--- src/hw/imuBusPkg.sv ---
// I2C bus timing constants and the vector types shared by the bus and data paths
`default_nettype none

package imuBusPkg;

    localparam int QUARTER_CLOCKS = 32;     // 128 clocks per bit, about 390 kHz at 50 MHz
    localparam int IDLE_BITS      = 200;    // Bit times in the idle wait
    localparam int IDLE_CLOCKS    = IDLE_BITS * 4 * QUARTER_CLOCKS;

    typedef logic [6:0] devAddr_t;          // 7-bit I2C device address
    typedef logic [7:0] regAddr_t;          // Sensor register number
    typedef logic [7:0] byte_t;
    typedef logic signed [15:0] axis_t;     // One assembled axis sample

    // Counter types sized from the timing constants
    typedef logic [$clog2(QUARTER_CLOCKS)-1:0] divCnt_t;
    typedef logic [$clog2(IDLE_CLOCKS)-1:0]    idleCnt_t;

    localparam divCnt_t  QUARTER_LAST = divCnt_t'(QUARTER_CLOCKS - 1);
    localparam idleCnt_t IDLE_LAST    = idleCnt_t'(IDLE_CLOCKS - 1);

endpackage

`default_nettype wire
--- src/hw/imuRegMapPkg.sv ---
// Sensor addresses, register map, configuration table and sequencer state type
`default_nettype none

package imuRegMapPkg;

    typedef logic [4:0] step_t;
    typedef enum logic [1:0] {IdleWait, Configure, ReadFrame} seqState_t;

    localparam imuBusPkg::devAddr_t ACCEL_ADDR = 7'h53;    // ADXL345 with ALT pin low
    localparam imuBusPkg::devAddr_t GYRO_ADDR  = 7'h68;

    localparam step_t CONFIG_STEPS       = 5'd9;
    localparam step_t READ_STEPS         = 5'd12;
    localparam step_t LAST_STEP          = CONFIG_STEPS + READ_STEPS - 5'd1;
    localparam step_t ACCEL_CONFIG_STEPS = 5'd5;           // First five writes go to the accelerometer

    // Config writes in issue order
    // Accel: POWER_CTL three times, DATA_FORMAT, BW_RATE
    // Gyro: PWR_MGM, SMPLRT_DIV, DLPF_FS, INT_CFG
    localparam imuBusPkg::regAddr_t CONFIG_REG [CONFIG_STEPS] =
        '{8'h2D, 8'h2D, 8'h2D, 8'h31, 8'h2C, 8'd62, 8'd21, 8'd22, 8'd23};
    localparam imuBusPkg::byte_t CONFIG_DATA [CONFIG_STEPS] =
        '{8'h00, 8'h16, 8'h08, 8'h08, 8'h08, 8'h00, 8'hFF, 8'h1E, 8'h00};

    localparam imuBusPkg::regAddr_t ACCEL_DATAX0 = 8'd50;  // DATAX0..DATAZ1, low byte first
    localparam imuBusPkg::regAddr_t GYRO_XOUT_H  = 8'd29;  // XOUT_H..ZOUT_L, high byte first

endpackage

`default_nettype wire

--- src/hw/i2cXferIf.sv ---
// Register transaction link between the sequencer and the I2C byte engine
`timescale 1ns/10ps
`default_nettype none

interface i2cXferIf;

    logic                start;      // One-cycle request, only while the engine is idle
    imuBusPkg::devAddr_t devAddr;
    imuBusPkg::regAddr_t regAddr;
    logic                isRead;
    imuBusPkg::byte_t    writeData;
    logic                done;       // One pulse per start
    imuBusPkg::byte_t    readData;   // Valid with done

    modport master (
        output start, devAddr, regAddr, isRead, writeData,
        input  done, readData
    );

    modport engine (
        input  start, devAddr, regAddr, isRead, writeData,
        output done, readData
    );

endinterface

`default_nettype wire

--- src/hw/imuInterface.sv ---
// IMU reader top level, joins the sequencer, command table, I2C engine and assembler
`timescale 1ns/10ps
`default_nettype none

module imuInterface (
    input  logic             CLOCK_50,
    input  logic             reset_n,
    input  logic             i2cSdaIn,
    output logic             i2cScl,
    output logic             i2cSdaOe,     // Board wrapper pulls SDA low when set
    output imuBusPkg::axis_t accelX,
    output imuBusPkg::axis_t accelY,
    output imuBusPkg::axis_t accelZ,
    output imuBusPkg::axis_t gyroX,
    output imuBusPkg::axis_t gyroY,
    output imuBusPkg::axis_t gyroZ,
    output logic             dataValid
);

    imuRegMapPkg::step_t step;
    imuBusPkg::devAddr_t devAddr;
    imuBusPkg::regAddr_t regAddr;
    logic                isRead;
    imuBusPkg::byte_t    writeData;
    logic                byteStrobe;
    logic                frameStart;
    logic                frameDone;

    i2cXferIf xferBus ();

    imuSequencer u_sequencer (
        .CLOCK_50   (CLOCK_50),
        .reset_n    (reset_n),
        .xfer       (xferBus.master),
        .step       (step),
        .devAddr    (devAddr),
        .regAddr    (regAddr),
        .isRead     (isRead),
        .writeData  (writeData),
        .byteStrobe (byteStrobe),
        .frameStart (frameStart),
        .frameDone  (frameDone)
    );

    imuCommandRom u_commandRom (
        .step      (step),
        .devAddr   (devAddr),
        .regAddr   (regAddr),
        .isRead    (isRead),
        .writeData (writeData)
    );

    i2cByteEngine u_byteEngine (
        .CLOCK_50 (CLOCK_50),
        .reset_n  (reset_n),
        .i2cSdaIn (i2cSdaIn),
        .xfer     (xferBus.engine),
        .i2cScl   (i2cScl),
        .i2cSdaOe (i2cSdaOe)
    );

    axisAssembler u_assembler (
        .CLOCK_50   (CLOCK_50),
        .reset_n    (reset_n),
        .byteStrobe (byteStrobe),
        .frameStart (frameStart),
        .frameDone  (frameDone),
        .step       (step),
        .readData   (xferBus.readData),
        .accelX     (accelX),
        .accelY     (accelY),
        .accelZ     (accelZ),
        .gyroX      (gyroX),
        .gyroY      (gyroY),
        .gyroZ      (gyroZ),
        .dataValid  (dataValid)
    );

endmodule

`default_nettype wire

--- src/hw/axisAssembler.sv ---
// Frame byte staging, six-axis commit and the dataValid flag
`timescale 1ns/10ps
`default_nettype none

module axisAssembler (
    input  logic                CLOCK_50,
    input  logic                reset_n,
    input  logic                byteStrobe,
    input  logic                frameStart,
    input  logic                frameDone,
    input  imuRegMapPkg::step_t step,
    input  imuBusPkg::byte_t    readData,
    output imuBusPkg::axis_t    accelX,
    output imuBusPkg::axis_t    accelY,
    output imuBusPkg::axis_t    accelZ,
    output imuBusPkg::axis_t    gyroX,
    output imuBusPkg::axis_t    gyroY,
    output imuBusPkg::axis_t    gyroZ,
    output logic                dataValid
);

    imuRegMapPkg::step_t readIdx;
    imuBusPkg::byte_t    stage  [imuRegMapPkg::READ_STEPS];
    imuBusPkg::byte_t    merged [imuRegMapPkg::READ_STEPS];
    imuBusPkg::axis_t    words  [imuRegMapPkg::READ_STEPS / 5'd2];

    assign readIdx = step - imuRegMapPkg::CONFIG_STEPS;

    always_ff @(posedge CLOCK_50)
    begin
        if (byteStrobe)
            stage[readIdx[3:0]] <= readData;
    end

    // Last byte of the frame arrives together with frameDone
    always_comb
    begin
        for (int i = 0; i < imuRegMapPkg::READ_STEPS; i++)
            merged[i] = (byteStrobe && readIdx == i) ? readData : stage[i];
    end

    // Read order puts every low byte at an even index, for both sensors
    always_ff @(posedge CLOCK_50)
    begin
        if (!reset_n)
        begin
            for (int k = 0; k < imuRegMapPkg::READ_STEPS / 2; k++)
                words[k] <= '0;
            dataValid <= 1'b0;
        end
        else if (frameDone)
        begin
            for (int k = 0; k < imuRegMapPkg::READ_STEPS / 2; k++)
                words[k] <= {merged[2*k+1], merged[2*k]};
            dataValid <= 1'b1;
        end
        else if (frameStart)
            dataValid <= 1'b0;      // New frame under way
    end

    assign accelX = words[0];
    assign accelY = words[1];
    assign accelZ = words[2];
    assign gyroX  = words[3];
    assign gyroY  = words[4];
    assign gyroZ  = words[5];

endmodule

`default_nettype wire

--- src/hw/i2cByteEngine.sv ---
// Bit-level I2C master for one register write, or one read with repeated start
`timescale 1ns/10ps
`default_nettype none

module i2cByteEngine (
    input  logic     CLOCK_50,
    input  logic     reset_n,
    input  logic     i2cSdaIn,
    i2cXferIf.engine xfer,
    output logic     i2cScl,
    output logic     i2cSdaOe
);

    typedef enum logic [3:0] {
        BusIdle, StartCond, AddrWr, RegSel, DataWr,
        RepSetup, RepStart, AddrRd, DataRd, StopCond
    } phase_t;

    phase_t             phase;
    imuBusPkg::divCnt_t divCnt;      // Clocks within a quarter
    logic [1:0]         quarter;
    logic [3:0]         bitCnt;      // Bit within a 9-bit frame, 8 is the ACK slot
    imuBusPkg::byte_t   shiftReg;
    imuBusPkg::byte_t   frameByte;
    logic               inFrame;
    logic               txFrame;
    logic               txBit;
    logic               quarterStart;
    logic               quarterEnd;
    logic               slotEnd;
    logic               frameLast;

    assign quarterStart = (divCnt == '0);
    assign quarterEnd   = (divCnt == imuBusPkg::QUARTER_LAST);
    assign slotEnd      = quarterEnd && (quarter == 2'd3);
    assign frameLast    = (bitCnt == 4'd8);
    assign txBit        = (bitCnt == 4'd0) ? frameByte[7] : shiftReg[7];

    always_comb
    begin
        frameByte = 8'hFF;      // Released bus while receiving
        inFrame   = 1'b1;
        case (phase)
            AddrWr:  frameByte = {xfer.devAddr, 1'b0};
            RegSel:  frameByte = xfer.regAddr;
            DataWr:  frameByte = xfer.writeData;
            AddrRd:  frameByte = {xfer.devAddr, 1'b1};
            DataRd:  frameByte = 8'hFF;
            default: inFrame   = 1'b0;
        endcase
        txFrame = inFrame && (phase != DataRd);
    end

    assign xfer.done     = (phase == StopCond) && slotEnd;
    assign xfer.readData = shiftReg;

    // Quarter 0 moves SDA, 1 raises SCL, 2 samples, 3 drops SCL
    always_ff @(posedge CLOCK_50)
    begin
        if (!reset_n)
        begin
            phase    <= BusIdle;
            divCnt   <= '0;
            quarter  <= '0;
            bitCnt   <= '0;
            i2cScl   <= 1'b1;
            i2cSdaOe <= 1'b0;
        end
        else if (phase == BusIdle)
        begin
            divCnt  <= '0;
            quarter <= '0;
            bitCnt  <= '0;
            if (xfer.start)
                phase <= StartCond;
        end
        else
        begin
            divCnt <= quarterEnd ? '0 : divCnt + 1'b1;
            if (quarterEnd)
                quarter <= quarter + 2'd1;

            if (quarterStart)
            begin
                case (quarter)
                    2'd0:
                        if (phase == RepSetup)
                            i2cSdaOe <= 1'b0;           // Let SDA rise before repeated start
                        else if (phase == StopCond)
                            i2cSdaOe <= 1'b1;
                        else if (inFrame)
                            i2cSdaOe <= txFrame && !frameLast && !txBit;
                    2'd1:
                        if (phase != StartCond && phase != RepStart)
                            i2cScl <= 1'b1;
                    2'd2:
                        if (phase == StartCond || phase == RepStart)
                            i2cSdaOe <= 1'b1;           // SDA falls with SCL high
                        else if (phase == StopCond)
                            i2cSdaOe <= 1'b0;           // SDA rises with SCL high
                    default:
                        if (phase != RepSetup && phase != StopCond)
                            i2cScl <= 1'b0;
                endcase
            end

            if (slotEnd)
            begin
                case (phase)
                    StartCond: phase <= AddrWr;
                    RepSetup:  phase <= RepStart;
                    RepStart:  phase <= AddrRd;
                    StopCond:  phase <= BusIdle;
                    default:
                    begin
                        bitCnt <= frameLast ? 4'd0 : bitCnt + 4'd1;
                        if (frameLast)
                        begin
                            case (phase)
                                AddrWr:  phase <= RegSel;
                                RegSel:  phase <= xfer.isRead ? RepSetup : DataWr;
                                AddrRd:  phase <= DataRd;
                                default: phase <= StopCond;
                            endcase
                        end
                    end
                endcase
            end
        end
    end

    // Load at the first bit of a frame, shift at each data sample
    always_ff @(posedge CLOCK_50)
    begin
        if (inFrame && quarterStart)
        begin
            if (quarter == 2'd0 && bitCnt == 4'd0)
                shiftReg <= frameByte;
            else if (quarter == 2'd2 && !frameLast)
                shiftReg <= {shiftReg[6:0], i2cSdaIn};
        end
    end

endmodule

`default_nettype wire

--- src/hw/imuCommandRom.sv ---
// Step-indexed command table with the config writes and the axis register reads
`timescale 1ns/10ps
`default_nettype none

module imuCommandRom (
    input  imuRegMapPkg::step_t step,
    output imuBusPkg::devAddr_t devAddr,
    output imuBusPkg::regAddr_t regAddr,
    output logic                isRead,
    output imuBusPkg::byte_t    writeData
);

    imuRegMapPkg::step_t readIdx;
    imuRegMapPkg::step_t gyroIdx;

    assign readIdx = step - imuRegMapPkg::CONFIG_STEPS;
    assign gyroIdx = readIdx - (imuRegMapPkg::READ_STEPS / 5'd2);

    always_comb
    begin
        devAddr   = imuRegMapPkg::ACCEL_ADDR;
        regAddr   = imuRegMapPkg::CONFIG_REG[step[3:0]];
        isRead    = 1'b0;
        writeData = imuRegMapPkg::CONFIG_DATA[step[3:0]];
        if (step < imuRegMapPkg::CONFIG_STEPS)
        begin
            if (step >= imuRegMapPkg::ACCEL_CONFIG_STEPS)
                devAddr = imuRegMapPkg::GYRO_ADDR;
        end
        else if (readIdx < imuRegMapPkg::READ_STEPS / 5'd2)
        begin
            isRead    = 1'b1;
            regAddr   = imuRegMapPkg::ACCEL_DATAX0 + {3'b000, readIdx};   // 50..55 in order
            writeData = '0;
        end
        else
        begin
            // Gyro pairs are fetched low register first, 30 29 32 31 34 33
            devAddr   = imuRegMapPkg::GYRO_ADDR;
            isRead    = 1'b1;
            regAddr   = imuRegMapPkg::GYRO_XOUT_H + {3'b000, gyroIdx ^ 5'd1};
            writeData = '0;
        end
    end

endmodule

`default_nettype wire

--- src/hw/imuSequencer.sv ---
// Control FSM for the idle wait, one-time configuration and repeated frame reads
`timescale 1ns/10ps
`default_nettype none

module imuSequencer (
    input  logic                CLOCK_50,
    input  logic                reset_n,
    i2cXferIf.master            xfer,
    output imuRegMapPkg::step_t step,
    input  imuBusPkg::devAddr_t devAddr,
    input  imuBusPkg::regAddr_t regAddr,
    input  logic                isRead,
    input  imuBusPkg::byte_t    writeData,
    output logic                byteStrobe,
    output logic                frameStart,
    output logic                frameDone
);

    imuRegMapPkg::seqState_t seqState;
    imuBusPkg::idleCnt_t     idleCnt;
    logic                    startPulse;

    // Table entry for the current step goes straight to the engine
    // Step only moves on done, so the fields hold during a transaction
    assign xfer.start     = startPulse;
    assign xfer.devAddr   = devAddr;
    assign xfer.regAddr   = regAddr;
    assign xfer.isRead    = isRead;
    assign xfer.writeData = writeData;

    assign byteStrobe = (seqState == imuRegMapPkg::ReadFrame) && xfer.done;
    assign frameStart = startPulse && (step == imuRegMapPkg::CONFIG_STEPS);  // First read of a frame
    assign frameDone  = byteStrobe && (step == imuRegMapPkg::LAST_STEP);

    always_ff @(posedge CLOCK_50)
    begin
        if (!reset_n)
        begin
            seqState   <= imuRegMapPkg::IdleWait;
            step       <= '0;
            idleCnt    <= '0;
            startPulse <= 1'b0;
        end
        else
        begin
            startPulse <= 1'b0;
            case (seqState)
                imuRegMapPkg::IdleWait:
                begin
                    if (idleCnt == imuBusPkg::IDLE_LAST)
                    begin
                        idleCnt    <= '0;
                        startPulse <= 1'b1;
                        // Step is still zero only after the wait that follows reset
                        seqState   <= (step == '0) ? imuRegMapPkg::Configure
                                                   : imuRegMapPkg::ReadFrame;
                    end
                    else
                        idleCnt <= idleCnt + 1'b1;
                end
                imuRegMapPkg::Configure:
                begin
                    if (xfer.done)
                    begin
                        step       <= step + 1'b1;
                        startPulse <= 1'b1;
                        if (step == imuRegMapPkg::CONFIG_STEPS - 5'd1)
                            seqState <= imuRegMapPkg::ReadFrame;   // No wait before the first frame
                    end
                end
                default:
                begin
                    if (xfer.done)
                    begin
                        if (step == imuRegMapPkg::LAST_STEP)
                        begin
                            step     <= imuRegMapPkg::CONFIG_STEPS;
                            seqState <= imuRegMapPkg::IdleWait;
                        end
                        else
                        begin
                            step       <= step + 1'b1;
                            startPulse <= 1'b1;
                        end
                    end
                end
            endcase
        end
    end

endmodule

`default_nettype wire

--- config.mk ---
export PLATFORM = sky130hd
export DESIGN_NAME = imuInterface
export DESIGN_NICKNAME = d
export VERILOG_FILES = /design/src/hw/imuBusPkg.sv /design/src/hw/imuRegMapPkg.sv /design/src/hw/i2cXferIf.sv /design/src/hw/imuInterface.sv /design/src/hw/axisAssembler.sv /design/src/hw/i2cByteEngine.sv /design/src/hw/imuCommandRom.sv /design/src/hw/imuSequencer.sv
export SDC_FILE = /design/constraint.sdc
export NUM_CORES = 1
export LEC_CHECK = 0
export BUFFER_PORTS_ARGS = -buffer_cell sky130_fd_sc_hd__buf_2
export CELL_PAD_IN_SITES_DETAIL_PLACEMENT = 1
export CELL_PAD_IN_SITES_GLOBAL_PLACEMENT = 1
export CORE_ASPECT_RATIO = 1.5
export CORE_MARGIN = 5
export CORE_UTILIZATION = 49
export DETAILED_ROUTE_END_ITERATION = 7
export MAX_ROUTING_LAYER = met4
export PLACE_DENSITY = 0.9
export SLEW_MARGIN = 20
export SYNTH_ARGS = -nofsm -noshare
export SYNTH_HDL_FRONTEND = slang
export SYNTH_SLANG_ARGS = --single-unit
--- constraint.sdc ---
create_clock -name CLOCK_50 -period 12.5 [get_ports CLOCK_50]
set_input_delay 0.625 -clock CLOCK_50 [delete_from_list [all_inputs] [get_ports CLOCK_50]]
set_output_delay 0.625 -clock CLOCK_50 [all_outputs]
set_load 0.03 [all_outputs]
# Word level (Yosys, flattened, before mapping)
# Memory sizes are Yosys's and may differ from the RTL's.
# Cells that the tools add are included.
dict set report op_classes {
  n_mul 0
  reduce_logical 55
  order_cmp 4
  shift 0
  bitwise_logic 13
  mux 75
  add_sub_neg 9
  div 0
  eq_ne 43
}
# operator n
set ops {}
lappend ops {{8-bit two-way mux} 21}
lappend ops {{16-bit two-way mux} 6}
lappend ops {{8-bit one-hot mux with 4 select lines} 1}
lappend ops {{5-bit by 4-bit == test with 1-bit output, second input constant} 6}
lappend ops {{1-bit logical AND} 25}
lappend ops {{1-bit two-way mux} 22}
lappend ops {{5-bit by 3-bit == test with 1-bit output, second input constant} 4}
lappend ops {{4-bit two-way mux} 5}
lappend ops {{4-bit by 3-bit == test with 1-bit output, second input constant} 4}
lappend ops {{4-bit one-hot mux with 4 select lines} 1}
lappend ops {{15-bit by 1-bit adder with 15-bit output, second input constant} 1}
lappend ops {{15-bit == test, second input constant} 1}
lappend ops {{5-bit zero test} 3}
lappend ops {{15-bit two-way mux} 1}
lappend ops {{5-bit two-way mux} 3}
lappend ops {{5-bit AND reduction} 3}
lappend ops {{4-bit == test, second input constant} 3}
lappend ops {{2-bit two-way mux} 6}
lappend ops {{6-bit two-way mux} 2}
lappend ops {{4-bit one-hot mux with 3 select lines} 1}
lappend ops {{2-bit nonzero test} 6}
lappend ops {{5-bit by 1-bit adder with 5-bit output, second input constant} 2}
lappend ops {{5-bit by 2-bit == test with 1-bit output, second input constant} 2}
lappend ops {{5-bit == test, second input constant} 2}
lappend ops {{40 further kinds} 68}
dict set report totals {
  input_bits 3
  rom_bits 256
  ff_bits 49
  latchBits 0
  ramBits 192
  memories 4
}
# name depth word_bits rd rd_clocked_by_memory_dff wr line
set mem_list {}
lappend mem_list {{(no name shown)} 16 8 1 0 0 imuCommandRom.sv:22} ;# regAddr = imuRegMapPkg::CONFIG_REG[step[3:0]];
lappend mem_list {{(no name shown)} 16 8 1 0 0 imuCommandRom.sv:24} ;# writeData = imuRegMapPkg::CONFIG_DATA[step[3:0]];
lappend mem_list {u_assembler.stage 12 8 12 0 1 axisAssembler.sv:23} ;# imuBusPkg::byte_t stage [imuRegMapPkg::READ_STEPS];
lappend mem_list {u_assembler.words 6 16 6 0 6 axisAssembler.sv:25} ;# imuBusPkg::axis_t words [imuRegMapPkg::READ_STEPS / 5'd2];

# Longest topological paths before layout
# Gate-level depths: netlist (run 1).
dict set report logic_depth {
  depth_word 14
  ltp_mapped 13
  mapped_depth_nobuf 10
}

# Cells and area by module
# Synthesis (run 1) repeated with hierarchy kept, for this count alone.
dict set report unflattened {
  hier_cells 925
  hier_area_um2 11345.9
}
# module cells_per_inst area_per_inst_um2 seq_area_each_um2 n_inst
set by_module_without_submodules {}
lappend by_module_without_submodules {axisAssembler 461 7632.3 5785.5 1}
lappend by_module_without_submodules {i2cByteEngine 213 1747.9 580.6 1}
lappend by_module_without_submodules {imuSequencer 166 1390.1 460.4 1}
lappend by_module_without_submodules {imuCommandRom 85 575.6 0.0 1}

# Least setup slack after synthesis (run 1)
# OpenSTA, ideal clock, no wires.
dict set report synth_path {
  kind {reg-to-reg}
  from {register u_byteEngine.divCnt[0]}
  to {memory u_assembler.words[0][0] (netlist bit) (enable)}
  setup_slack_ns 3.193
  setup_ns 0.693
  required_ns 11.807
  period_less_slack_ns 9.307
  arrival_time_ns 8.614
  path_stages_with_launch 9
  cell_sequence {dfxtp_1 > ha_1 > and3_1 > ha_1 > buf_4 > nand2_1 > or3_1 > buf_6 > o31ai_1}
}
# element line
set synth_lines {}
lappend synth_lines {{start: declaration} i2cByteEngine.sv:20} ;# imuBusPkg::divCnt_t divCnt;
lappend synth_lines {{start signal: assignment} i2cByteEngine.sv:79} ;# divCnt <= quarterEnd ? '0 : divCnt + 1'b1;
lappend synth_lines {{end: declaration} axisAssembler.sv:25}

==> results of run 1 <==
## sequential cells by signal (all words and copies together) (netlist names)
| register | count |
|---|---|
| u_assembler.stage | 96 |
| u_assembler.words | 96 |
| u_sequencer.idleCnt | 15 |
| u_byteEngine.xfer.readData | 8 |
| u_byteEngine.divCnt | 5 |
| u_sequencer.step | 5 |
| u_byteEngine.bitCnt | 4 |
| u_byteEngine.phase | 4 |
| u_byteEngine.quarter | 2 |
| u_sequencer.seqState | 2 |
| u_assembler.dataValid | 1 |
| u_byteEngine.i2cScl | 1 |
| u_byteEngine.i2cSdaOe | 1 |
| u_sequencer.xfer.start | 1 |
## metal layers
metal	vias to the layer above	part of all wire (%)	track usage, %
met5	-	0	-
met4	0	4.2	8.33
met3	82	4.4	3.03
met2	234	55	41.5
met1	3459	36	23.3
li1	3103	-	-
## worst min path at each step
stage / from / slack [ns] / end
2_1_floorplan: u_byteEngine.divCnt[0] / 0.45 / u_byteEngine.divCnt[0]
3_3_place_gp: u_assembler.dataValid / 0.45 / u_assembler.dataValid
3_5_place_dp: u_assembler.dataValid / 0.46 / u_assembler.dataValid
4_1_cts: i2cSdaIn / 0.45 / u_byteEngine.xfer.readData[0]
5_1_grt: i2cSdaIn / 0.44 / u_byteEngine.xfer.readData[0]
6_report: i2cSdaIn / 0.46 / u_byteEngine.xfer.readData[0]
## placed cells by master, fill, tap and decap left out, types with 14 or more instances in the layout
master and instances:
sky130_fd_sc_hd__o21ai_0 23, sky130_fd_sc_hd__mux2i_1 43, sky130_fd_sc_hd__nand2_1 29, sky130_fd_sc_hd__buf_2 101, sky130_fd_sc_hd__a21oi_1 23, sky130_fd_sc_hd__xnor2_1 14
sky130_fd_sc_hd__dfxtp_1 41, sky130_fd_sc_hd__o21a_1 68, sky130_fd_sc_hd__ha_1 21, sky130_fd_sc_hd__clkbuf_16 23, sky130_fd_sc_hd__nor3_1 17, sky130_fd_sc_hd__inv_1 21
sky130_fd_sc_hd__nor2_1 98, sky130_fd_sc_hd__edfxtp_1 200, sky130_fd_sc_hd__nand3_1 18
## kinds of logic (layout without fill, tap and decap cells)
group           count (synthesis)  after routing  synth area share [%]
compound gates                158            158                  10.7
buf+inv                        59            168                  3.29
xor+xnor                       27             27                  2.27
fa+ha+maj                      21             21                  2.52
simple gates                  234            234                  11.5
flops                         241            241                  65.5
mux                            44             44                  4.24
## through the flow
stage	area (sq um)	cells	util (%)	total power, mW
after detailed placement	11100	1121	52.7	0.994
after CTS	11800	1161	56.0	1.65
after global routing	11800	1161	56.0	1.70
after global placement	11100	1121	52.7	0.990
after floorplan	10400	784	-	0.968
final	11800	1161	56.0	1.64
## power by group through the flow
stage	Clock, mW	Sequential (mW)	Combinational, mW
2_1_floorplan	0	0.950	0.0174
3_3_place_gp	0	0.917	0.0733
3_5_place_dp	0	0.919	0.0753
4_1_cts	0.674	0.902	0.0761
5_1_grt	0.716	0.903	0.0791
6_report	0.665	0.901	0.0751
## final cells by class
class                      instances  area share (%)
multi-input combinational        484            27.8
clock inverter                    15            1.01
clock buffer                      25            4.96
inverter                          23           0.734
sequential                       241            58.0
tap                              268            2.85
timing repair buffer             105            4.59
## worst register-to-register path, cell delays in order, from the launching register on
cell and delay (ns):
sky130_fd_sc_hd__dfxtp_1 0.39, sky130_fd_sc_hd__ha_1 0.20, sky130_fd_sc_hd__and3_1 0.16, sky130_fd_sc_hd__ha_1 0.39, sky130_fd_sc_hd__nand2_1 0.26, sky130_fd_sc_hd__or3_1 0.54
sky130_fd_sc_hd__nor3b_2 0.83, sky130_fd_sc_hd__nand3_1 0.51, sky130_fd_sc_hd__buf_4 0.38, sky130_fd_sc_hd__nor2_1 0.27
==> impl_results.rst, run 1 <==
.. list-table::
   :header-rows: 1

   * - Metric
     - Value
   * - Status
     - completed
   * - EDFF count, synth
     - 200
   * - Gp weighted congestion
     - 0.857
   * - Yosys top cell area share
     - 57.6%
   * - Count of routing violations after the opening detailed-route iteration
     - 352
   * - Post-synthesis cell area
     - 10,400 sq um
   * - P per Cell Area
     - 140 nW/um^2
   * - Worst vdd rail ir drop
     - 0.0855 mV
   * - Area leader, netlist
     - sky130_fd_sc_hd__edfxtp_1
   * - Switching pwr
     - 0.361 mW
   * - Chip height
     - 189 microns
   * - Number of hold violations in the final report
     - 0
   * - Fin nets
     - 901
   * - Core Region
     - 21,000 sq um
   * - Number of clock buffers inserted by TritonCTS
     - 22
   * - Clock Root Buffer
     - sky130_fd_sc_hd__clkbuf_16
   * - Critical path, cell by cell
     - ha_1 > and3_1 > ha_1 > nand2_1 > or3_1 > nor3b_2 > nand3_1 > buf_4 > nor2_1
   * - Total of buffers placed on input and output ports
     - 101
   * - Iteration count of the initial detailed-routing pass
     - 4
   * - Count of warnings emitted by yosys
     - 0
   * - Startpoint kind of the worst setup timing path
     - flip-flop
   * - Actual transition at the worst max-transition pin
     - 0.958 ns
   * - Asr flop ratio synth
     - 0%
   * - Slack of the worst reg-to-reg path
     - 8.39 ns
   * - Starting Density
     - 49.7%
   * - Clock slew seen by the registers of the worst setup and hold paths
     - 0.07 ns
   * - Final Cycle Share
     - 32.9%
   * - FF+latch area
     - 6830 sq um
   * - First-pass GRT wire length
     - 41,000 microns
   * - Post-CTS sizing
     - 0
   * - Total stage count of the critical path
     - 9
   * - Maximum frequency from static timing analysis
     - 0.243 GHz
   * - Worst hold path class
     - input port to flip-flop
   * - Setup WS post-layout
     - 8.39 ns
   * - Net Sw Frac
     - 22.0%
   * - Worst hold-check slack
     - 0.456 ns
   * - Arrival time reported for the critical path endpoint
     - 4.43 ns
   * - Worst r2r src
     - u_byteEngine.divCnt[0]
   * - Most used flip-flop cell after synthesis
     - sky130_fd_sc_hd__edfxtp_1
   * - Total setup violations reported at the end of the flow
     - 0
   * - Initial antenna violation count
     - 0
   * - Seq pwr share
     - 54.9%
   * - Per-cell routed wire length
     - 22.8 microns
   * - Req. time, crit path
     - 12.82 ns
   * - Relative max-transition margin
     - 35.8%
   * - Routed vias
     - 6,878
   * - Capture point of the critical path
     - u_assembler.words[0][75]
   * - Clock Skew
     - 0.00935 ns
   * - Post-CTS setup buffer count
     - 0
   * - DRC viols
     - 0
   * - Number of distinct library cell variants in the gate-level netlist after synthesis
     - 68
   * - Start-to-end type of the worst setup path
     - flip-flop to flip-flop
   * - Maximum capacitance violations
     - 0
   * - LEAKAGE
     - 4.24 nW
   * - First element of the critical path
     - u_byteEngine.divCnt[0]
   * - Most common cell in the netlist
     - sky130_fd_sc_hd__edfxtp_1
   * - Cell Rows
     - 65
   * - Number of nets produced by synthesis
     - 808
   * - Slew Viols, Final
     - 0
   * - Mean instance size in the synthesized netlist
     - 13.3 sq um
   * - Antenna-violating nets left
     - 0
   * - Power share of the clock group
     - 40.5%
   * - Peak fanout along the critical path
     - 25
   * - Clock tree buffer depth
     - 3
   * - Number of diodes added for antenna fixing
     - 0
   * - CTS Hold Bufs
     - 0
   * - Grt total ovfl
     - 0
   * - Unrepaired setup endpoints after global routing
     - false
   * - Part of the power in combinational logic
     - 4.6%
   * - Worst slack after detailed placement
     - 8.44 ns
   * - Most prevalent standard cell on the critical path
     - sky130_fd_sc_hd__ha_1
   * - Pin count of the biggest net entering global routing
     - 97
   * - Largest stage delay on the critical path
     - 0.83 ns
   * - Multi-input gate area in the final layout
     - 3270 sq um
   * - Number of levels in the clock H-tree
     - 1
   * - Vias per std cell
     - 5.92
   * - Post-synthesis to final-layout area growth
     - 12.8%
   * - Number of global-route vias before repair
     - 7,280
   * - Global router's overall resource usage
     - 22.2%
   * - Number of sinks driven by the clock tree
     - 241
   * - Die footprint
     - 24,400 sq um
   * - Top cells by instance count after synthesis
     - 200 x sky130_fd_sc_hd__edfxtp_1, 98 x sky130_fd_sc_hd__nor2_1, 68 x sky130_fd_sc_hd__o21a_1, 43 x sky130_fd_sc_hd__mux2i_1, 41 x sky130_fd_sc_hd__dfxtp_1
   * - HPWL reported at the end of detailed placement
     - 17,000 microns
   * - CP bufs+invs
     - 1
   * - Sequential-to-total area share from yosys stat
     - 65.5%
   * - Worst Reg2Reg Path Length in Cells
     - 9
   * - Setup Total Neg Slack
     - 0 ns
   * - Number of inserted filler cells in the final layout
     - 2,139
   * - Internal power of the cells
     - 1.28 mW
   * - Post-Syn Instances
     - 784
   * - Clock tree from TritonCTS
     - yes
   * - Worst path top cell family by delay
     - simple AND/OR/NAND/NOR gates
   * - I/O pin count
     - 102
   * - Leading post-synthesis cells by cell area
     - sky130_fd_sc_hd__edfxtp_1 58%, sky130_fd_sc_hd__dfxtp_1 7.9%, sky130_fd_sc_hd__o21a_1 4.9%
   * - Clock Latency Late Sink
     - 0.50 ns
   * - Slowest-stage cell, CP
     - sky130_fd_sc_hd__nor3b_2
   * - Kind of capture point of the worst setup path
     - flip-flop
   * - Critical register-to-register path endpoint
     - u_assembler.words[0][75]
   * - Final critical path time including I/O delays and setup
     - 4.11 ns
   * - Proportion of layout cells with a drive suffix above 1
     - 18.1%
   * - Horizontal die dimension
     - 129 microns
   * - Count of state elements after synthesis
     - 241
   * - Number of cells traversed by the worst hold path
     - 2
   * - Routed wire length
     - 26,500 microns
(Power assumes the default switching activity.)
==> run 2, diff against run 1 <==
--- a/config.mk
+++ b/config.mk
@@ -5,15 +5,16 @@
 export SDC_FILE = /design/constraint.sdc
 export NUM_CORES = 1
 export LEC_CHECK = 0
+export ABC_AREA = 1
 export BUFFER_PORTS_ARGS = -buffer_cell sky130_fd_sc_hd__buf_2
 export CELL_PAD_IN_SITES_DETAIL_PLACEMENT = 1
 export CELL_PAD_IN_SITES_GLOBAL_PLACEMENT = 1
 export CORE_ASPECT_RATIO = 1.5
 export CORE_MARGIN = 5
-export CORE_UTILIZATION = 49
+export CORE_UTILIZATION = 43
 export DETAILED_ROUTE_END_ITERATION = 7
 export MAX_ROUTING_LAYER = met4
-export PLACE_DENSITY = 0.9
+export PLACE_DENSITY = 0.86
 export SLEW_MARGIN = 20
 export SYNTH_ARGS = -nofsm -noshare
 export SYNTH_HDL_FRONTEND = slang
==> constraint.sdc (replaced) <==
create_clock -name CLOCK_50 -period 3.45 [get_ports CLOCK_50]
set_input_delay 0.1725 -clock CLOCK_50 [delete_from_list [all_inputs] [get_ports CLOCK_50]]
set_output_delay 0.1725 -clock CLOCK_50 [all_outputs]
set_load 0.03 [all_outputs]
==> run 2 against run 1 <==
Net effect:
- the run now ends with hold timing left
- first-iteration DRC count increased by 16%
- hold slack got worse by 0.46 ns
- clock-buffer cell count decreased by 1
- area after synthesis increased by 3.7%
- final cell count increased by 24%
- clock power increased to 3.9 times the previous value
- register-to-register slack got worse by 8.0 ns
- die area increased by 17%
- critical endpoint is now u_byteEngine.xfer.readData[1]
==> impl_results.rst, run 2 <==
.. list-table::
   :header-rows: 1

   * - Metric
     - Value
   * - Status
     - finished, violations left (was completed)
   * - Failing checks
     - hold timing
   * - Setup Total Neg Slack
     - 0 ns (unchanged)
   * - Proportion of layout cells with a drive suffix above 1
     - 21.3% (was 18.1%)
   * - Total stage count of the critical path
     - 11 (was 9)
   * - Per-cell routed wire length
     - 18.7 microns (was 22.8 microns)
   * - Critical register-to-register path endpoint
     - u_byteEngine.xfer.readData[1] (was u_assembler.words[0][75])
   * - Arrival time reported for the critical path endpoint
     - 3.38 ns (was 4.43 ns)
   * - Final critical path time including I/O delays and setup
     - 3.06 ns (was 4.11 ns)
   * - Critical path, cell by cell
     - inv_1 > ha_1 > nand2_1 > nand3_1 > nand2_2 > nand3_1 > nand2_1 > o21ai_0 > nand2_1 > nor2_1 > a21boi_0 (was ha_1 > and3_1 > ha_1 > nand2_1 > or3_1 > nor3b_2 > nand3_1 > buf_4 > nor2_1)
   * - Number of levels in the clock H-tree
     - 1 (unchanged)
   * - CTS Hold Bufs
     - 0 (unchanged)
   * - Clock slew seen by the registers of the worst setup and hold paths
     - 0.07 ns (about the same)
   * - Worst hold path class
     - input port to flip-flop (unchanged)
   * - Most common cell in the netlist
     - sky130_fd_sc_hd__edfxtp_1 (unchanged)
   * - Grt total ovfl
     - 0 (unchanged)
   * - Antenna-violating nets left
     - 0 (unchanged)
   * - Die footprint
     - 28,500 sq um (was 24,400 sq um)
   * - DRC viols
     - 0 (unchanged)
   * - Req. time, crit path
     - 3.77 ns (was 12.82 ns)
   * - Starting Density
     - 43.3% (was 49.7%)
   * - Post-synthesis cell area
     - 10,800 sq um (was 10,400 sq um)
   * - Number of global-route vias before repair
     - 8,038 (was 7,280)
   * - Fin nets
     - 1,126 (was 901)
   * - Kind of capture point of the worst setup path
     - flip-flop (unchanged)
   * - Global routing usage on met1
     - 19.5% (was 23.3%)
   * - Horizontal die dimension
     - 140 microns (was 129 microns)
   * - Actual transition at the worst max-transition pin
     - 0.902 ns (was 0.958 ns)
   * - Core Region
     - 25,000 sq um (was 21,000 sq um)
   * - Most prevalent standard cell on the critical path
     - sky130_fd_sc_hd__nand2_1 (was sky130_fd_sc_hd__ha_1)
   * - Slack of the worst reg-to-reg path
     - 0.39 ns (was 8.39 ns)
   * - Post-synthesis to final-layout area growth
     - 14.7% (was 12.8%)
   * - Largest stage delay on the critical path
     - 0.53 ns (was 0.83 ns)
   * - Number of hold violations in the final report
     - 1 (was 0)
   * - Worst Reg2Reg Path Length in Cells
     - 11 (was 9)
   * - Worst hold-check slack
     - -0.00130 ns (was 0.456 ns)
   * - Startpoint kind of the worst setup timing path
     - flip-flop (unchanged)
   * - Maximum capacitance violations
     - 0 (unchanged)
   * - Peak fanout along the critical path
     - 15 (was 25)
   * - Hold_sp
     - i2cSdaIn (unchanged)
   * - Global-route met2 utilization
     - 38.2% (was 41.5%)
   * - Clock Skew
     - 0.0103 ns (was 0.00935 ns)
   * - Count of state elements after synthesis
     - 241 (unchanged)
   * - Number of clock buffers inserted by TritonCTS
     - 23 (was 22)
   * - Cell Rows
     - 71 (was 65)
   * - Mean instance size in the synthesized netlist
     - 10.9 sq um (was 13.3 sq um)
   * - Routed vias
     - 7,382 (was 6,878)
   * - Total setup violations reported at the end of the flow
     - 0 (unchanged)
   * - Post-CTS setup buffer count
     - 0 (unchanged)
   * - Number of sinks driven by the clock tree
     - 241 (unchanged)
   * - Post-CTS sizing
     - 0 (unchanged)
   * - Final Cycle Share
     - 88.6% (was 32.9%)
   * - Pin count of the biggest net entering global routing
     - 97 (unchanged)
   * - Asr flop ratio synth
     - 0% (unchanged)
   * - Slew Viols, Final
     - 0 (unchanged)
   * - Clock tree buffer depth
     - 3 (unchanged)
   * - P per Cell Area
     - 487 nW/um^2 (was 140 nW/um^2)
   * - Start-to-end type of the worst setup path
     - flip-flop to flip-flop (unchanged)
   * - Clock tree from TritonCTS
     - yes (unchanged)
   * - First element of the critical path
     - u_sequencer.step[0] (was u_byteEngine.divCnt[0])
   * - Sequential-to-total area share from yosys stat
     - 63.1% (was 65.5%)
   * - Routed wire length
     - 27,100 microns (was 26,500 microns)
   * - Clock Latency Late Sink
     - 0.52 ns (was 0.50 ns)
   * - HPWL reported at the end of detailed placement
     - 18,000 microns (was 17,000 microns)
   * - Iteration count of the initial detailed-routing pass
     - 4 (unchanged)
   * - EDFF count, synth
     - 200 (unchanged)
   * - Chip height
     - 204 microns (was 189 microns)
   * - Worst vdd rail ir drop
     - 0.332 mV (was 0.0855 mV)
   * - Worst path top cell family by delay
     - simple AND/OR/NAND/NOR gates (unchanged)
   * - Clock Root Buffer
     - sky130_fd_sc_hd__clkbuf_16 (unchanged)
   * - Gp weighted congestion
     - 0.883 (was 0.857)
   * - I/O pin count
     - 102 (unchanged)
   * - Worst r2r src
     - u_sequencer.step[0] (was u_byteEngine.divCnt[0])
   * - Leading post-synthesis cells by cell area
     - sky130_fd_sc_hd__edfxtp_1 56%, sky130_fd_sc_hd__dfxtp_1 7.6%, sky130_fd_sc_hd__inv_1 6.0% (was sky130_fd_sc_hd__edfxtp_1 58%, sky130_fd_sc_hd__dfxtp_1 7.9%, sky130_fd_sc_hd__o21a_1 4.9%)
   * - Post-Syn Instances
     - 989 (was 784)
   * - Top cells by instance count after synthesis
     - 200 x sky130_fd_sc_hd__edfxtp_1, 173 x sky130_fd_sc_hd__inv_1, 141 x sky130_fd_sc_hd__nand2_1, 101 x sky130_fd_sc_hd__nor2_1, 63 x sky130_fd_sc_hd__a21oi_1 (was 200 x sky130_fd_sc_hd__edfxtp_1, 98 x sky130_fd_sc_hd__nor2_1, 68 x sky130_fd_sc_hd__o21a_1, 43 x sky130_fd_sc_hd__mux2i_1, 41 x sky130_fd_sc_hd__dfxtp_1)
   * - Initial antenna violation count
     - 0 (unchanged)
   * - Most used flip-flop cell after synthesis
     - sky130_fd_sc_hd__edfxtp_1 (unchanged)
   * - Capture point of the critical path
     - u_byteEngine.xfer.readData[1] (was u_assembler.words[0][75])
   * - Relative max-transition margin
     - 39.9% (was 35.8%)
   * - Most frequent cells in the layout
     - 200 x sky130_fd_sc_hd__edfxtp_1, 173 x sky130_fd_sc_hd__inv_1, 141 x sky130_fd_sc_hd__nand2_1, 101 x sky130_fd_sc_hd__nor2_1, 101 x sky130_fd_sc_hd__buf_2 (was 200 x sky130_fd_sc_hd__edfxtp_1, 101 x sky130_fd_sc_hd__buf_2, 98 x sky130_fd_sc_hd__nor2_1, 68 x sky130_fd_sc_hd__o21a_1, 43 x sky130_fd_sc_hd__mux2i_1)
   * - Count of warnings emitted by yosys
     - 0 (unchanged)
   * - Maximum frequency from static timing analysis
     - 0.327 GHz (was 0.243 GHz)
   * - Number of distinct library cell variants in the gate-level netlist after synthesis
     - 40 (was 68)
   * - Met3 layer usage reported by global route
     - 2.57% (was 3.03%)
   * - Global router's overall resource usage
     - 19.4% (was 22.2%)
   * - Total of buffers placed on input and output ports
     - 101 (unchanged)
   * - Number of nets produced by synthesis
     - 1,013 (was 808)
   * - Number of diodes added for antenna fixing
     - 0 (unchanged)
   * - First-pass GRT wire length
     - 43,000 microns (was 41,000 microns)
   * - LEAKAGE
     - 4.97 nW (was 4.24 nW)
   * - Unrepaired setup endpoints after global routing
     - false (unchanged)
   * - Vias per std cell
     - 5.11 (was 5.92)
   * - Leading cell type in the layout, fill and taps excluded
     - sky130_fd_sc_hd__edfxtp_1 (unchanged)
   * - Most used routing layer in global routing
     - met2 (unchanged)
   * - Total Power
     - 6.04 mW (was 1.64 mW)
   * - CP bufs+invs
     - 1 (unchanged)
   * - Area leader, netlist
     - sky130_fd_sc_hd__edfxtp_1 (unchanged)
   * - Count of routing violations after the opening detailed-route iteration
     - 407 (was 352)
   * - Yosys top cell area share
     - 55.5% (was 57.6%)
   * - Slowest-stage cell, CP
     - sky130_fd_sc_hd__nand2_2 (was sky130_fd_sc_hd__nor3b_2)
## run 2: changes by cell type after synthesis, moves of 23 or more
cell | before | now
sky130_fd_sc_hd__inv_1 | 21 | 173
sky130_fd_sc_hd__nand2_1 | 29 | 141
sky130_fd_sc_hd__a21oi_2 | 0 | 29
sky130_fd_sc_hd__mux2i_1 | 43 | 0
sky130_fd_sc_hd__nand3_1 | 18 | 41
sky130_fd_sc_hd__a21oi_1 | 23 | 63
sky130_fd_sc_hd__o21a_1 | 68 | 1
## run 2: layout make-up
| cell class | count | area (sq um) |
|---|---|---|
| multi-input cells | 547 | 3160 |
| clock buffers | 24 | 579 |
| inverters | 182 | 683 |
| fillers | 2734 | 12600 |
| repair buffers | 107 | 563 |
| well taps | 328 | 410 |
| clock inverters | 16 | 189 |
| flip-flops and latches | 241 | 6830 |
## run 2: logic make-up after synthesis
kind of cell	share of synthesized area [%]
AO/OA/AOI/OAI	7.77
XOR/XNOR	0.567
adder cells (fa/ha/maj)	2.43
buffers and inverters	7.80
flip-flops	63.1
AND/OR/NAND/NOR	18.3
## run 2: per-stage QoR
step	instances	worst slack (ns)	utilization (%)	cell area, sq um
2_1_floorplan	989	0.0436	-	10800
3_3_place_gp	1405	0.750	46.6	11600
3_5_place_dp	1405	0.552	46.6	11600
4_1_cts	1445	0.450	49.7	12400
5_1_grt	1445	0.127	49.7	12400
6_report	1445	0.393	49.7	12400
## run 2: worst min path at each step
stage,to,slack [ns],cells after the start
after CTS,u_byteEngine.xfer.readData[0],0.001,3
after detailed placement,u_byteEngine.i2cScl,0.47,2
after floorplan,u_sequencer.step[4],0.33,2
after global placement,u_byteEngine.divCnt[0],0.44,1
final,u_byteEngine.xfer.readData[0],-0.001,3
after global routing,u_byteEngine.xfer.readData[0],0.002,3
## run 2: worst reg2reg max path, stage by stage (launching register included)
cell and delay, ns:
sky130_fd_sc_hd__dfxtp_1 0.52, sky130_fd_sc_hd__inv_1 0.22, sky130_fd_sc_hd__ha_1 0.29, sky130_fd_sc_hd__nand2_1 0.16, sky130_fd_sc_hd__nand3_1 0.11, sky130_fd_sc_hd__nand2_2 0.53
sky130_fd_sc_hd__nand3_1 0.31, sky130_fd_sc_hd__nand2_1 0.19, sky130_fd_sc_hd__o21ai_0 0.10, sky130_fd_sc_hd__nand2_1 0.10, sky130_fd_sc_hd__nor2_1 0.06, sky130_fd_sc_hd__a21boi_0 0.27
## run 2: routing by layer
metal,wire length (microns),vias up,part of all wire [%]
li1,-,3501,-
met1,9730,3669,36
met2,15500,151,57
met3,1020,61,3.8
met4,843,0,3.1
met5,0,-,0
## run 2: power breakdown
group | internal, mW | switching [mW]
logic | 0.0473 | 0.177
registers | 3.18 | 0.0228
clock network | 1.47 | 1.14
total | 4.70 | 1.34
==> run 3, diff against run 2 <==
--- a/config.mk
+++ b/config.mk
@@ -9,7 +9,7 @@
 export BUFFER_PORTS_ARGS = -buffer_cell sky130_fd_sc_hd__buf_2
 export CELL_PAD_IN_SITES_DETAIL_PLACEMENT = 1
 export CELL_PAD_IN_SITES_GLOBAL_PLACEMENT = 1
-export CORE_ASPECT_RATIO = 1.5
+export CORE_ASPECT_RATIO = 1.4
 export CORE_MARGIN = 5
 export CORE_UTILIZATION = 43
 export DETAILED_ROUTE_END_ITERATION = 7
==> run 3 against run 2 <==
Net effect:
- the flow now finishes without violations
- largest cell class unchanged
- flip-flop and latch count stayed put
- clock power rose by 3%
- final area increased by 0.63%
- combinational power increased by 5%
- sequential share of layout area is 0.34 points lower
- core utilization is 0.72 points higher
- setup slack improved by 0.10 ns
- global-route usage up 1.3 points
==> impl_results.rst, run 3 (synthesized netlist as in run 2, its figures left out) <==
.. list-table::
   :header-rows: 1

   * - Metric
     - Value
   * - Final Cycle Share
     - 85.6% (was 88.6%)
   * - Gp weighted congestion
     - 0.875 (was 0.883)
   * - Clock Latency Late Sink
     - 0.53 ns (was 0.52 ns)
   * - Peak fanout along the critical path
     - 45 (was 15)
   * - Setup Total Neg Slack
     - 0 ns (unchanged)
   * - Status
     - completed (was finished, violations left)
   * - Worst vdd rail ir drop
     - 0.372 mV (was 0.332 mV)
   * - Critical path, cell by cell
     - ha_1 > inv_1 > nor3_1 > ha_1 > nand2_1 > nor2_4 > nand3_4 > nor2_4 > nand2_4 > buf_4 > nor3b_1 (was inv_1 > ha_1 > nand2_1 > nand3_1 > nand2_2 > nand3_1 > nand2_1 > o21ai_0 > nand2_1 > nor2_1 > a21boi_0)
   * - Number of hold violations in the final report
     - 0 (was 1)
   * - Total Power
     - 6.13 mW (was 6.04 mW)
   * - Number of diodes added for antenna fixing
     - 0 (unchanged)
   * - Total of buffers placed on input and output ports
     - 101 (unchanged)
   * - First-pass GRT wire length
     - 44,800 microns (was 43,000 microns)
   * - Startpoint kind of the worst setup timing path
     - flip-flop (unchanged)
   * - Pin count of the biggest net entering global routing
     - 46 (was 97)
   * - Post-CTS sizing
     - 0 (unchanged)
   * - Core Region
     - 24,800 sq um (was 25,000 sq um)
   * - Start-to-end type of the worst setup path
     - flip-flop to flip-flop (unchanged)
   * - Proportion of layout cells with a drive suffix above 1
     - 21.5% (was 21.3%)
   * - Fin nets
     - 1,132 (was 1,126)
   * - Total setup violations reported at the end of the flow
     - 0 (unchanged)
   * - LEAKAGE
     - 5.01 nW (was 4.97 nW)
   * - Global-route met2 utilization
     - 39.2% (was 38.2%)
   * - Routed wire length
     - 28,800 microns (was 27,100 microns)
   * - Iteration count of the initial detailed-routing pass
     - 5 (was 4)
   * - I/O pin count
     - 102 (unchanged)
   * - Most used routing layer in global routing
     - met2 (unchanged)
   * - Per-cell routed wire length
     - 20.0 microns (was 18.7 microns)
   * - DRC viols
     - 0 (unchanged)
   * - Antenna-violating nets left
     - 0 (unchanged)
   * - Clock tree buffer depth
     - 3 (unchanged)
   * - Number of levels in the clock H-tree
     - 1 (unchanged)
   * - Slowest-stage cell, CP
     - sky130_fd_sc_hd__buf_4 (was sky130_fd_sc_hd__nand2_2)
   * - Largest stage delay on the critical path
     - 0.40 ns (was 0.53 ns)
   * - Relative max-transition margin
     - 38.6% (was 39.9%)
   * - Arrival time reported for the critical path endpoint
     - 3.29 ns (was 3.38 ns)
   * - HPWL reported at the end of detailed placement
     - 18,900 microns (was 18,000 microns)
   * - Routed vias
     - 7,580 (was 7,382)
   * - Number of global-route vias before repair
     - 8,110 (was 8,038)
   * - Maximum capacitance violations
     - 0 (unchanged)
   * - Clock Root Buffer
     - sky130_fd_sc_hd__clkbuf_16 (unchanged)
   * - Kind of capture point of the worst setup path
     - flip-flop (unchanged)
   * - Final critical path time including I/O delays and setup
     - 2.95 ns (was 3.06 ns)
   * - Post-synthesis to final-layout area growth
     - 15.4% (was 14.7%)
   * - Cell Rows
     - 68 (was 71)
   * - Global routing usage on met1
     - 21.4% (was 19.5%)
   * - Req. time, crit path
     - 3.79 ns (was 3.77 ns)
   * - Clock tree from TritonCTS
     - yes (unchanged)
   * - Count of routing violations after the opening detailed-route iteration
     - 427 (was 407)
   * - Clock slew seen by the registers of the worst setup and hold paths
     - 0.07 ns (about the same)
   * - Unrepaired setup endpoints after global routing
     - false (unchanged)
   * - Vias per std cell
     - 5.26 (was 5.11)
   * - Most frequent cells in the layout
     - 200 x sky130_fd_sc_hd__edfxtp_1, 173 x sky130_fd_sc_hd__inv_1, 141 x sky130_fd_sc_hd__nand2_1, 101 x sky130_fd_sc_hd__nor2_1, 101 x sky130_fd_sc_hd__buf_2 (unchanged)
   * - Actual transition at the worst max-transition pin
     - 0.921 ns (was 0.902 ns)
   * - Chip height
     - 198 microns (was 204 microns)
   * - Clock Skew
     - 0.0110 ns (was 0.0103 ns)
   * - Die footprint
     - 28,500 sq um (about the same)
   * - P per Cell Area
     - 491 nW/um^2 (was 487 nW/um^2)
   * - Worst hold-check slack
     - 0.0254 ns (was -0.00130 ns)
   * - Number of clock buffers inserted by TritonCTS
     - 24 (was 23)
   * - Leading cell type in the layout, fill and taps excluded
     - sky130_fd_sc_hd__edfxtp_1 (unchanged)
   * - Initial antenna violation count
     - 0 (unchanged)
   * - Starting Density
     - 43.7% (was 43.3%)
   * - Horizontal die dimension
     - 144 microns (was 140 microns)
   * - Grt total ovfl
     - 0 (unchanged)
   * - Slew Viols, Final
     - 0 (unchanged)
   * - Number of sinks driven by the clock tree
     - 241 (unchanged)
   * - Worst hold path class
     - input port to flip-flop (unchanged)
   * - Global router's overall resource usage
     - 20.8% (was 19.4%)
   * - Met3 layer usage reported by global route
     - 2.54% (was 2.57%)
   * - Maximum frequency from static timing analysis
     - 0.338 GHz (was 0.327 GHz)
[run 3: cell count changes in the layout (fill, tap and decap cells not counted), sizes merged]
cell and change:
clkinv +1, clkinvlp +1, buf +4, bufinv -2, clkbuf +7, inv -4, dlygate4sd3 +1
[run 3: layer usage]
metal,part of all wire (%),wire [microns]
met1,36,10400
met2,56,16000
met3,4.6,1320
met4,3.6,1050
met5,0,0
[run 3: final timing paths]
check | cells after the start | slack [ns] | end | startpoint
worst max-delay path | 11 | 0.50 | u_assembler.words[0][90] | u_byteEngine.divCnt[0]
worst min-delay path | 2 | 0.03 | u_byteEngine.i2cScl | reset_n
worst max register to register | 11 | 0.50 | u_assembler.words[0][90] | u_byteEngine.divCnt[0]
worst min register to register | 2 | 0.47 | u_byteEngine.i2cSdaOe | u_byteEngine.i2cSdaOe
[run 3: worst max-delay path: cells and delay by family (launching register included)]
| kind | cells | cell delay (ns) |
|---|---|---|
| adders and majority gates | 2 | 0.45 |
| buffers and inverters | 2 | 0.45 |
| DFF | 1 | 0.38 |
| and+or+nand+nor | 7 | 1.46 |
[run 3: what timing repair did]
item                                    4_1_cts  5_1_grt
endpoints found under the hold margin         1        0
endpoints found under the setup margin        0        0
hold buffers                                  1        0
buffers inserted                              0        0
[run 3: area by class of cell]
type	count	area [sq um]
Fill cell	2709	12300
Sequential cell	241	6830
Multi-Input combinational cell	547	3160
Clock buffer	31	711
Inverter	182	683
Timing Repair Buffer	112	616
Tap cell	315	394
Clock inverter	12	98.8
[run 3: power by group]
group | internal (mW) | switching, mW | total, mW
combinational | 0.0524 | 0.182 | 0.235
sequential | 3.18 | 0.0232 | 3.20
clock | 1.54 | 1.15 | 2.69
total | 4.77 | 1.36 | 6.13
[run 3: per-stage QoR]
stage,area (sq um),util [%],worst slack (ns),instances
finish,12500,50.4,0.496,1440
global route,12500,50.4,0.266,1440
CTS,12500,50.4,0.491,1440
detailed placement,11700,47.1,0.578,1396
global placement,11700,47.1,0.732,1396
floorplan,10800,-,0.0436,989
